===== config.mk =====
export PLATFORM = sky130hd
export DESIGN_NAME = pcs_64b66b_top
export DESIGN_NICKNAME = d
export VERILOG_FILES = /design/src/logic/pcs_pkg.sv /design/src/logic/tx_seq_gearbox.sv /design/src/logic/pcs_scrambler.sv /design/src/logic/rx_block_aligner.sv /design/src/logic/sync_header_lock.sv /design/src/logic/pcs_64b66b_top.sv
export VERILOG_INCLUDE_DIRS = /design/src /design/src/logic
export SDC_FILE = /design/constraint.sdc
export NUM_CORES = 1
export LEC_CHECK = 0
export ABC_AREA = 1
export BUFFER_PORTS_ARGS = -buffer_cell sky130_fd_sc_hd__clkbuf_2
export CAP_MARGIN = 40
export CORE_AREA = 2 2 151 301
export DETAILED_ROUTE_END_ITERATION = 8
export DIE_AREA = 0 0 153 303
export PLACE_DENSITY_LB_ADDON = 0.15
export SYNTH_ARGS = -nofsm -noshare
export SYNTH_HDL_FRONTEND = slang
export SYNTH_SLANG_ARGS = --single-unit

===== constraint.sdc =====
create_clock -name clk -period 2.7 [get_ports clk]
set_input_delay 0.54 -clock clk [delete_from_list [all_inputs] [get_ports clk]]
set_output_delay 0.54 -clock clk [all_outputs]
set_load 0.01 [all_outputs]

===== src/logic/pcs_defines.svh =====
/*
 * 64b/66b PCS build constants
 * widths, gearbox sequence limit, lock thresholds and the idle block
 */
`ifndef PCS_DEFINES_SVH
`define PCS_DEFINES_SVH

// block layout
`define PCS_DATA_W        64        // payload bits
`define PCS_HEAD_W        2         // sync header bits
`define PCS_BLOCK_W       66        // header + payload

// tx gearbox sequence, pauses on the last value
`define PCS_SEQ_MAX       32
`define PCS_SEQ_W         6

// rx block lock
`define PCS_LOCK_GOOD     32        // good headers in a row to lock
`define PCS_SLIP_WAIT     4         // words skipped after each slip
`define PCS_BER_WINDOW    64        // words per bad header window
`define PCS_BER_MAX       16        // bad headers per window to drop lock

// idle control block payload
// block type 1E in the low byte, rest zero
`define PCS_IDLE_PAYLOAD  64'h0000_0000_0000_001e

`endif


===== src/logic/pcs_pkg.sv =====
/*
 * 64b/66b PCS types
 * payload, sync header and gearbox sequence types
 * plus the two legal sync header codes
 */
`include "pcs_defines.svh"

package pcs_pkg;

    typedef logic [`PCS_DATA_W-1:0] payload_t;   // scrambled part of a block
    typedef logic [`PCS_HEAD_W-1:0] sync_hdr_t;  // never scrambled
    typedef logic [`PCS_SEQ_W-1:0]  seq_t;       // gearbox sequence count

    // legal headers, 00 and 11 are line errors
    localparam sync_hdr_t HDR_DATA = 2'b01;  // all data block
    localparam sync_hdr_t HDR_CTRL = 2'b10;  // control block

endpackage


===== src/logic/tx_seq_gearbox.sv =====
/*
 * tx sequence gearbox feed
 * takes user blocks under valid/ready and paces them by a free running
 * sequence count, one pause cycle per 33, idle blocks fill empty slots
 */
`include "pcs_defines.svh"

module tx_seq_gearbox import pcs_pkg::*; (
    input  logic                    clk,
    input  logic                    rst_i,
    input  logic                    tx_vld_i,
    input  logic [`PCS_BLOCK_W-1:0] tx_block_i,   // {header, payload}
    output logic                    tx_rdy_o,
    output sync_hdr_t               gb_head_o,
    output payload_t                gb_data_o,
    output seq_t                    gb_seq_o,     // sequence of the word held
    output logic                    gb_vld_o
);

    localparam seq_t SEQ_MAX = seq_t'(`PCS_SEQ_MAX);

    seq_t seq_q;      // 0 .. SEQ_MAX, wraps
    logic take;       // user block accepted this cycle

    assign tx_rdy_o = (seq_q != SEQ_MAX);  // low only on the pause slot
    assign take     = tx_vld_i & tx_rdy_o;

    // sequence counter never stops
    always_ff @(posedge clk) begin
        if (rst_i) begin
            seq_q <= '0;
        end else begin
            seq_q <= (seq_q == SEQ_MAX) ? '0 : seq_q + 1'b1;
        end
    end

    always_ff @(posedge clk) begin
        if (rst_i) begin
            gb_vld_o <= 1'b0;
        end else begin
            gb_vld_o <= tx_rdy_o;  // every slot but the pause carries a word
        end
    end

    // word register, user block or idle filler
    always_ff @(posedge clk) begin
        gb_seq_o <= seq_q;
        if (take) begin
            gb_head_o <= tx_block_i[`PCS_BLOCK_W-1 -: `PCS_HEAD_W];
            gb_data_o <= tx_block_i[`PCS_DATA_W-1:0];
        end else begin
            gb_head_o <= HDR_CTRL;  // idle block keeps the line busy
            gb_data_o <= `PCS_IDLE_PAYLOAD;
        end
    end

    // one pause, then exactly 32 ready slots before the next one
    a_pause_period: assert property (@(posedge clk) disable iff (rst_i)
        !tx_rdy_o |=> tx_rdy_o [*32] ##1 !tx_rdy_o);

    // pause slot never hands a word on
    a_pause_no_word: assert property (@(posedge clk) disable iff (rst_i)
        !tx_rdy_o |=> !gb_vld_o);

endmodule


===== src/logic/pcs_scrambler.sv =====
/*
 * 64b/66b self synchronous scrambler, x^58 + x^39 + 1
 * DESCRAMBLE 0 scrambles, 1 descrambles
 * header passes through, payload bit 0 goes first
 * descrambler drops its first word while the state primes
 */
`include "pcs_defines.svh"

module pcs_scrambler import pcs_pkg::*; #(
    parameter bit DESCRAMBLE = 1'b0
) (
    input  logic      clk,
    input  logic      rst_i,
    input  sync_hdr_t head_i,
    input  payload_t  data_i,
    input  logic      vld_i,
    output sync_hdr_t head_o,
    output payload_t  data_o,
    output logic      vld_o
);

    localparam int DATA_W = `PCS_DATA_W;

    logic [57:0] state_q;    // [0] newest line bit
    logic [57:0] state_nxt;
    payload_t    data_mix;   // payload after the polynomial
    logic        primed_q;   // state has seen one full word

    // 64 serial steps unrolled
    always_comb begin
        state_nxt = state_q;
        for (int i = 0; i < DATA_W; i++) begin
            data_mix[i] = data_i[i] ^ state_nxt[38] ^ state_nxt[57];  // taps 39, 58
            // scrambler feeds back its output, descrambler its input
            state_nxt   = {state_nxt[56:0], DESCRAMBLE ? data_i[i] : data_mix[i]};
        end
    end

    always_ff @(posedge clk) begin
        if (rst_i) begin
            state_q  <= '0;
            primed_q <= 1'b0;
            vld_o    <= 1'b0;
        end else begin
            vld_o <= vld_i & (primed_q | ~DESCRAMBLE);  // tx side never drops a word
            if (vld_i) begin
                state_q  <= state_nxt;  // only valid words move the state
                primed_q <= 1'b1;
            end
        end
    end

    always_ff @(posedge clk) begin
        head_o <= head_i;  // header goes out in clear
        data_o <= data_mix;
    end

endmodule


===== src/logic/rx_block_aligner.sv =====
/*
 * rx block aligner
 * picks a 66 bit window out of the last two raw words, each slip moves
 * the block boundary one bit, modulo 66
 * header sits in window bits 65:64, bit 0 first on the line
 */
`include "pcs_defines.svh"

module rx_block_aligner import pcs_pkg::*; (
    input  logic                    clk,
    input  logic                    rst_i,
    input  logic [`PCS_BLOCK_W-1:0] rx_word_i,
    input  logic                    rx_vld_i,
    input  logic                    slip_i,
    output sync_hdr_t               al_head_o,
    output payload_t                al_data_o,
    output logic                    al_vld_o
);

    localparam int BLOCK_W = `PCS_BLOCK_W;
    localparam int OFF_W   = $clog2(2 * BLOCK_W);  // base index reaches 66

    logic [BLOCK_W-1:0]   prev_q;   // last valid raw word
    logic [OFF_W-1:0]     off_q;    // slip count, 0 .. 65
    logic [OFF_W-1:0]     base;     // window start in the pair
    logic [2*BLOCK_W-1:0] pair;     // older word in the low half
    logic [BLOCK_W-1:0]   win;

    assign pair = {rx_word_i, prev_q};
    assign base = OFF_W'(BLOCK_W) - off_q;  // offset 0 takes the current word as is
    assign win  = pair[base +: BLOCK_W];    // each slip reaches one bit further back

    always_ff @(posedge clk) begin
        if (rst_i) begin
            off_q    <= '0;
            al_vld_o <= 1'b0;
        end else begin
            al_vld_o <= rx_vld_i;
            if (slip_i) begin
                off_q <= (off_q == OFF_W'(BLOCK_W - 1)) ? '0 : off_q + 1'b1;
            end
        end
    end

    always_ff @(posedge clk) begin
        if (rx_vld_i) begin
            prev_q    <= rx_word_i;
            al_head_o <= win[BLOCK_W-1 -: `PCS_HEAD_W];
            al_data_o <= win[`PCS_DATA_W-1:0];
        end
    end

    // lock side pulses slip, never holds it
    a_slip_pulse: assert property (@(posedge clk) disable iff (rst_i)
        slip_i |=> !slip_i);

endmodule


===== src/logic/sync_header_lock.sv =====
/*
 * sync header lock
 * hunts for block lock by slipping on every bad header, locks after a
 * run of good ones, drops lock when one window holds too many bad headers
 */
`include "pcs_defines.svh"

module sync_header_lock import pcs_pkg::*; (
    input  logic      clk,
    input  logic      rst_i,
    input  sync_hdr_t head_i,
    input  logic      vld_i,
    output logic      slip_o,
    output logic      locked_o
);

    localparam int LOCK_GOOD  = `PCS_LOCK_GOOD;
    localparam int SLIP_WAIT  = `PCS_SLIP_WAIT;
    localparam int BER_WINDOW = `PCS_BER_WINDOW;
    localparam int BER_MAX    = `PCS_BER_MAX;
    localparam int GOOD_W     = $clog2(LOCK_GOOD + 1);
    localparam int WIN_W      = $clog2(BER_WINDOW + 1);
    localparam int BAD_W      = $clog2(BER_MAX + 1);

    typedef enum logic [1:0] {
        ST_HUNT = 2'd0,
        ST_WAIT = 2'd1,  // let the new boundary reach the header
        ST_LOCK = 2'd2
    } lock_st_t;

    lock_st_t          state_q;
    logic [GOOD_W-1:0] good_q;    // good headers in a row
    logic [WIN_W-1:0]  win_q;     // words in window, also slip wait count
    logic [BAD_W-1:0]  bad_q;     // bad headers in window
    logic              hdr_ok;

    assign hdr_ok   = (head_i == HDR_DATA) || (head_i == HDR_CTRL);
    assign locked_o = (state_q == ST_LOCK);

    always_ff @(posedge clk) begin
        if (rst_i) begin
            state_q <= ST_HUNT;
            good_q  <= '0;
            win_q   <= '0;
            bad_q   <= '0;
            slip_o  <= 1'b0;
        end else begin
            slip_o <= 1'b0;  // default, pulse only
            if (vld_i) begin
                case (state_q)
                    ST_HUNT: begin
                        if (!hdr_ok) begin
                            slip_o  <= 1'b1;  // try the next bit position
                            good_q  <= '0;
                            win_q   <= '0;
                            state_q <= ST_WAIT;
                        end else if (good_q == GOOD_W'(LOCK_GOOD - 1)) begin
                            win_q   <= '0;
                            bad_q   <= '0;
                            state_q <= ST_LOCK;
                        end else begin
                            good_q <= good_q + 1'b1;
                        end
                    end
                    ST_WAIT: begin
                        win_q <= win_q + 1'b1;
                        if (win_q == WIN_W'(SLIP_WAIT - 1)) begin
                            state_q <= ST_HUNT;
                        end
                    end
                    ST_LOCK: begin
                        if (!hdr_ok && bad_q == BAD_W'(BER_MAX - 1)) begin
                            good_q  <= '0;  // too many errors, hunt again
                            state_q <= ST_HUNT;
                        end else if (win_q == WIN_W'(BER_WINDOW - 1)) begin
                            win_q <= '0;  // window over, restart count
                            bad_q <= '0;
                        end else begin
                            win_q <= win_q + 1'b1;
                            bad_q <= bad_q + BAD_W'(!hdr_ok);
                        end
                    end
                    default: state_q <= ST_HUNT;
                endcase
            end
        end
    end

    // once locked the boundary stays put
    a_no_slip_locked: assert property (@(posedge clk) disable iff (rst_i)
        locked_o |=> !slip_o);

endmodule


===== src/logic/pcs_64b66b_top.sv =====
/*
 * 64b/66b PCS, single clock
 * tx runs the gearbox feed then the scrambler
 * rx runs the block aligner and header lock into a descrambler
 * that is held in reset while unlocked
 */
`include "pcs_defines.svh"

module pcs_64b66b_top import pcs_pkg::*; (
    input  logic                    clk,
    input  logic                    rst_i,
    // user tx
    input  logic                    tx_vld_i,
    input  logic [`PCS_BLOCK_W-1:0] tx_block_i,
    output logic                    tx_rdy_o,
    // line tx
    output sync_hdr_t               tx_head_o,
    output payload_t                tx_data_o,
    output logic                    tx_vld_o,
    // raw line rx words
    input  logic [`PCS_BLOCK_W-1:0] rx_word_i,
    input  logic                    rx_vld_i,
    // user rx
    output sync_hdr_t               rx_head_o,
    output payload_t                rx_data_o,
    output logic                    rx_vld_o,
    output logic                    rx_locked_o
);

    sync_hdr_t gb_head;
    payload_t  gb_data;
    logic      gb_vld;

    sync_hdr_t al_head;
    payload_t  al_data;
    logic      al_vld;
    logic      slip;
    logic      descr_rst;  // descrambler waits for block lock

    assign descr_rst = rst_i | ~rx_locked_o;

    tx_seq_gearbox u_tx_seq_gearbox (
        .clk        (clk),
        .rst_i      (rst_i),
        .tx_vld_i   (tx_vld_i),
        .tx_block_i (tx_block_i),
        .tx_rdy_o   (tx_rdy_o),
        .gb_head_o  (gb_head),
        .gb_data_o  (gb_data),
        .gb_seq_o   (),
        .gb_vld_o   (gb_vld)
    );

    pcs_scrambler #(.DESCRAMBLE(1'b0)) u_scrambler (
        .clk    (clk),
        .rst_i  (rst_i),
        .head_i (gb_head),
        .data_i (gb_data),
        .vld_i  (gb_vld),
        .head_o (tx_head_o),
        .data_o (tx_data_o),
        .vld_o  (tx_vld_o)
    );

    rx_block_aligner u_rx_block_aligner (
        .clk       (clk),
        .rst_i     (rst_i),
        .rx_word_i (rx_word_i),
        .rx_vld_i  (rx_vld_i),
        .slip_i    (slip),
        .al_head_o (al_head),
        .al_data_o (al_data),
        .al_vld_o  (al_vld)
    );

    sync_header_lock u_sync_header_lock (
        .clk      (clk),
        .rst_i    (rst_i),
        .head_i   (al_head),
        .vld_i    (al_vld),
        .slip_o   (slip),
        .locked_o (rx_locked_o)
    );

    pcs_scrambler #(.DESCRAMBLE(1'b1)) u_descrambler (
        .clk    (clk),
        .rst_i  (descr_rst),
        .head_i (al_head),
        .data_i (al_data),
        .vld_i  (al_vld),
        .head_o (rx_head_o),
        .data_o (rx_data_o),
        .vld_o  (rx_vld_o)
    );

endmodule


==> reports/results.tsv, run 1 <==
stage	metric	value	unit
synth	Async SR Flop Fraction	0	
placed_design	Placer Congestion	1.19	
synth	Mapped Cells	3469	
floorplanning	Chip Height	303	um
synth	#FFs+latches synth	486	
placed_design	DPL Wire Length	90.6	mm
clocking	post-CTS setup buffers	0	
floorplanning	number of cell rows	109	
clocking	Root Buffer	clkbuf_16	
clocking	Resized cells post-CTS	7	
floorplanning	Top-Level Pins	272	
clocking	CTS H-tree depth	2	
synth	Cell variety after synth	46	
status	Log Error	[ERROR GRT-0232] Routing congestion too high. Check the congestion heatmap in the GUI.	
grt	largest net degree at the start of global routing	79	
clocking	total CTS buffers	42	
grt	total gr overflow	2	
grt	gr usage total	0.574	
placed_design	number of I/O port buffers	271	
synth	sequential share of the synthesized area	0.423	
synth	Syn Std Cell Area	26100	sq um
synth	Post-synth EDFFs	132	
synth	ys flop type	dfxtp_1	
status	Fail Step	global routing (5_1_grt)	
clocking	Longest Clk Path Bufs	3	
status	outcome	stopped before the end	
clocking	Clock Sinks	486	
floorplanning	effective utilization at floorplan	0.593	
clocking	Hold Buf Count CTS	0	
floorplanning	Horiz. Die Dim	153	um
synth	syn_nets	3617	
placed_design	placed inst area	29200	sq um
synth	Ys Warns	0	
synth	Synth Area per Inst	7.53	sq um
## metrics by stage
| step | util | cells | setup TNS, ps | setup WS, ps | hold WS (ps) |
|---|---|---|---|---|---|
| after detailed placement | 0.664 | 4300 | -257 | -88.2 | 330 |
| after floorplan | - | 3469 | 0 | 599 | 310 |
| after global placement | 0.664 | 4300 | -229 | -79.6 | 312 |
| after CTS | 0.697 | 4378 | -0.232 | -0.232 | 155 |
## synthesized netlist by cell type (29+ instances only)
| master | n | share of area |
|---|---|---|
| buf_2 | 109 | 0.021 |
| buf_4 | 29 | 0.0083 |
| o21ai_0 | 106 | 0.020 |
| nor2_1 | 201 | 0.029 |
| inv_1 | 182 | 0.026 |
| nand3_1 | 1072 | 0.21 |
| edfxtp_1 | 132 | 0.15 |
| nand2_1 | 604 | 0.087 |
| dfxtp_1 | 354 | 0.27 |
| a21oi_1 | 162 | 0.031 |
| xnor2_1 | 189 | 0.063 |
| clkbuf_1 | 60 | 0.0086 |
| xor2_1 | 72 | 0.024 |
## metal layers
layer | track usage | overflow
met1 | 0.541 | 0
met2 | 0.890 | 2
met3 | 0.217 | 0
met4 | 0.676 | 0
met5 | 0 | 0
## kinds of logic after synthesis
kind of cell | synth area share
buffers and inverters | 0.0751
adder cells (fa/ha/maj) | 0.00575
XOR/XNOR | 0.0892
AND/OR/NAND/NOR | 0.339
AO/OA/AOI/OAI | 0.0685
flip-flops | 0.423
==> run 2, diff against run 1 <==
--- a/config.mk
+++ b/config.mk
@@ -9,9 +9,9 @@
 export ABC_AREA = 1
 export BUFFER_PORTS_ARGS = -buffer_cell sky130_fd_sc_hd__clkbuf_2
 export CAP_MARGIN = 40
-export CORE_AREA = 2 2 151 301
+export CORE_AREA = 2 2 259 261
 export DETAILED_ROUTE_END_ITERATION = 8
-export DIE_AREA = 0 0 153 303
+export DIE_AREA = 0 0 261 263
 export PLACE_DENSITY_LB_ADDON = 0.15
 export SYNTH_ARGS = -nofsm -noshare
 export SYNTH_HDL_FRONTEND = slang
==> run 2 against run 1 <==
Net effect: the run now ends clean; synthesized area stayed put; synthesized cell count is the same.
==> reports/results.tsv, run 2 <==
stage	metric	value	unit
status	outcome	completed	
grt	largest net degree at the start of global routing	88	
synth	post-synth top area share	0.271	
drt	Via density	5.59	
worst_setup_path	Crit path top cell by count	nand3_1	
worst_setup_path	CP Cell Sequence	inv_1, ha_4, clkinv_2, buf_12, buf_4, nand3_1, nand3_1, nand3_1, nand3_1, and2_1, nand2_1, nand3_1, a21oi_1	
sta	Final Setup Violations	0	
synth	ys flop type	dfxtp_1	
placed_design	number of I/O port buffers	271	
floorplanning	Chip Height	263	um
floorplanning	Horiz. Die Dim	261	um
grt	vias in the first global route	23894	
drt	via count	25783	
worst_setup_path	type of element capturing the critical path	flip-flop	
clocking	total CTS buffers	53	
worst_setup_path	CP Buf/Inv Count	4	
worst_setup_path	reg2reg start	u_rx_block_aligner.off_q[1]	
worst_setup_path	critical path type	reg2reg	
floorplanning	effective utilization at floorplan	0.398	
sta	fin. max-slew vios	0	
worst_setup_path	reg-to-reg critical path endpoint	u_rx_block_aligner.al_data_o[37]	
placed_design	Placer Congestion	1.03	
synth	Cell variety after synth	46	
sta	Worst slew margin	0.545	
clocking	Longest Clk Path Bufs	3	
layout	Layout Utilization	0.470	
layout	ant diodes	0	
drt	WL met3	8.32	mm
clocking	CTS H-tree depth	2	
power_and_ir_drop	Power, Total	26.5	mW
layout	fillers	6655	
clocking	Worst-Skew Late Latency	620	ps
sta	RSZ-0062 raised after global routing	yes	
placed_design	Setup WS pre-CTS	68.3	ps
flow_run	Max Cap Viol	0	
worst_setup_path	CP max FO	29	
synth	Post-synth EDFFs	132	
sta	final period utilization	0.980	
min_path	Worst Hold Class	in2reg	
worst_setup_path	Crit-path slowest cell	dfxtp_1	
worst_setup_path	reg2reg path depth	13	
drt	Avg WL per Cell	22.7	um
layout	Layout Nets	3853	
floorplanning	Core Region	65600	sq um
drt	DRT Pass-1 Iters	7	
layout	most common cell after layout, fill and taps aside	nand3_1	
synth	top cells by count, synth	nand3_1, nand2_1, dfxtp_1, nor2_1, xnor2_1	
layout	share of cells above drive strength 1	0.149	
synth	Async SR Flop Fraction	0	
grt	total gr overflow	0	
worst_setup_path	Worst Path Required	3100	ps
synth	Ys Warns	0	
worst_setup_path	Arrival @ worst endpoint	3050	ps
clocking	post-CTS setup buffers	0	
clocking	Hold Buf Count CTS	0	
clocking	clock-pin slew on the worst setup and hold paths	70	ps
clocking	CTS tree	built	
placed_design	placed inst area	28800	sq um
drt	Highest Signal Layer	met5	
layout	Largest Register	u_rx_block_aligner.prev_q	
worst_setup_path	Top delay family on crit path	simple AND/OR/NAND/NOR gates	
drt	Routed Antenna Nets	0	
synth	Syn Std Cell Area	26100	sq um
layout	fin area	30900	sq um
floorplanning	number of cell rows	94	
synth	Mapped Cells	3469	
power_and_ir_drop	peak supply drop	0.527	mV
synth	Synth Area per Inst	7.53	sq um
sta	Setup TNS	0	ps
sta	skew final	16.8	ps
clocking	Clock Sinks	486	
sta	Fin. Hold Viols	0	
grt	gr usage total	0.297	
drt	met2 wire len	46.6	mm
clocking	Root Buffer	clkbuf_16	
layout	Area growth syn-to-layout	18.2	%
synth	area leader, netlist	dfxtp_1	
floorplanning	die area	68600	sq um
synth	top cells by area, synth	dfxtp_1, nand3_1, edfxtp_1	
worst_setup_path	max incr delay on CP	320	ps
grt	global-route wire length before repair	154	mm
min_path	Worst Hold Depth	2	
min_path	Hold Crit Start	tx_block_i[65]	
layout	most frequent cells in the layout	nand3_1, nand2_1, dfxtp_1	
min_path	Hold EP	u_tx_seq_gearbox.gb_head_o[1]	
drt	initial DRC count	3445	
synth	top-count cell post-synth	nand3_1	
floorplanning	Top-Level Pins	272	
layout	max reg flops	66	
drt	DRC errors left	0	
sta	Worst-Margin Slew	681	ps
clocking	Resized cells post-CTS	0	
placed_design	DPL Wire Length	79.6	mm
synth	syn_nets	3617	
power_and_ir_drop	cell area power density	857	nW/um^2
sta	final setup margin	53.2	ps
grt	initial antenna violation count	2	
synth	sequential share of the synthesized area	0.423	
drt	final WL	105	mm
power_and_ir_drop	leakage	13.3	nW
worst_setup_path	crit path launch type	flip-flop	
drt	Metal-1 WL	42.8	mm
synth	#FFs+latches synth	486	
sta	Peak Freq	378	MHz
worst_setup_path	R2R Setup Slk	50	ps
sta	min cycle time layout	2650	ps
run 2: how the worst max path moves through the flow:
stage,start,to,slack [ps],cells past startpoint
floorplan,u_rx_block_aligner.off_q[1],u_rx_block_aligner.al_data_o[3],600,16
global placement,u_rx_block_aligner.off_q[1],u_rx_block_aligner.al_data_o[22],-2,13
detailed placement,u_rx_block_aligner.off_q[1],u_rx_block_aligner.al_data_o[22],70,13
CTS,u_rx_block_aligner.off_q[1],u_rx_block_aligner.al_data_o[22],40,13
global route,u_rx_block_aligner.off_q[1],u_rx_block_aligner.al_head_o[1],-10,12
finish,u_rx_block_aligner.off_q[1],u_rx_block_aligner.al_data_o[37],50,13
run 2: cells by family (layout without fill, tap and decap cells):
kind of cell / after synthesis / in the layout / synth area share
and+or+nand+nor: 1949 / 1949 / 0.339
DFF: 486 / 486 / 0.423
buffers and inverters: 421 / 700 / 0.0751
AOI/OAI and AO/OA: 338 / 338 / 0.0685
xor gates and xnor gates: 263 / 263 / 0.0892
adders and majority gates: 12 / 12 / 0.00575
run 2: layer usage:
layer / GRT usage / vias up
met5: 0 / -
met4: 0.165 / 4
met3: 0.0498 / 302
met2: 0.466 / 1302
met1: 0.388 / 11959
li1: - / 12216
run 2: final cells by class:
class	instances	area, sq um	area share
clock inverters	19	293	0.00948
clock buffers	79	1670	0.0542
multi-input cells	2562	13200	0.428
repair buffers	405	2800	0.0906
flip-flops and latches	486	11100	0.358
inverters	197	746	0.0242
well taps	864	1080	0.0350
run 2: per-stage QoR:
| stage | hold WS [ps] | instances |
|---|---|---|
| after floorplan | 310 | 3469 |
| after global placement | 311 | 4512 |
| after detailed placement | 313 | 4512 |
| after CTS | 74.9 | 4610 |
| after global routing | 85.8 | 4612 |
| final | 103 | 4612 |
run 2: power by group:
| part | switching, mW | internal, mW |
|---|---|---|
| registers | 0.855 | 8.96 |
| clock network | 3.14 | 4.81 |
| logic | 5.64 | 3.04 |
| total | 9.64 | 16.8 |
run 2: worst register-to-register path, cell delays in order, from the launching register on:
cell and delay, ps:
dfxtp_1 320, inv_1 60, ha_4 310, clkinv_2 100, buf_12 180, buf_4 200
nand3_1 120, nand3_1 160, nand3_1 200, nand3_1 150, and2_1 200, nand2_1 60
nand3_1 70, a21oi_1 300
(Power assumes the default switching activity.)
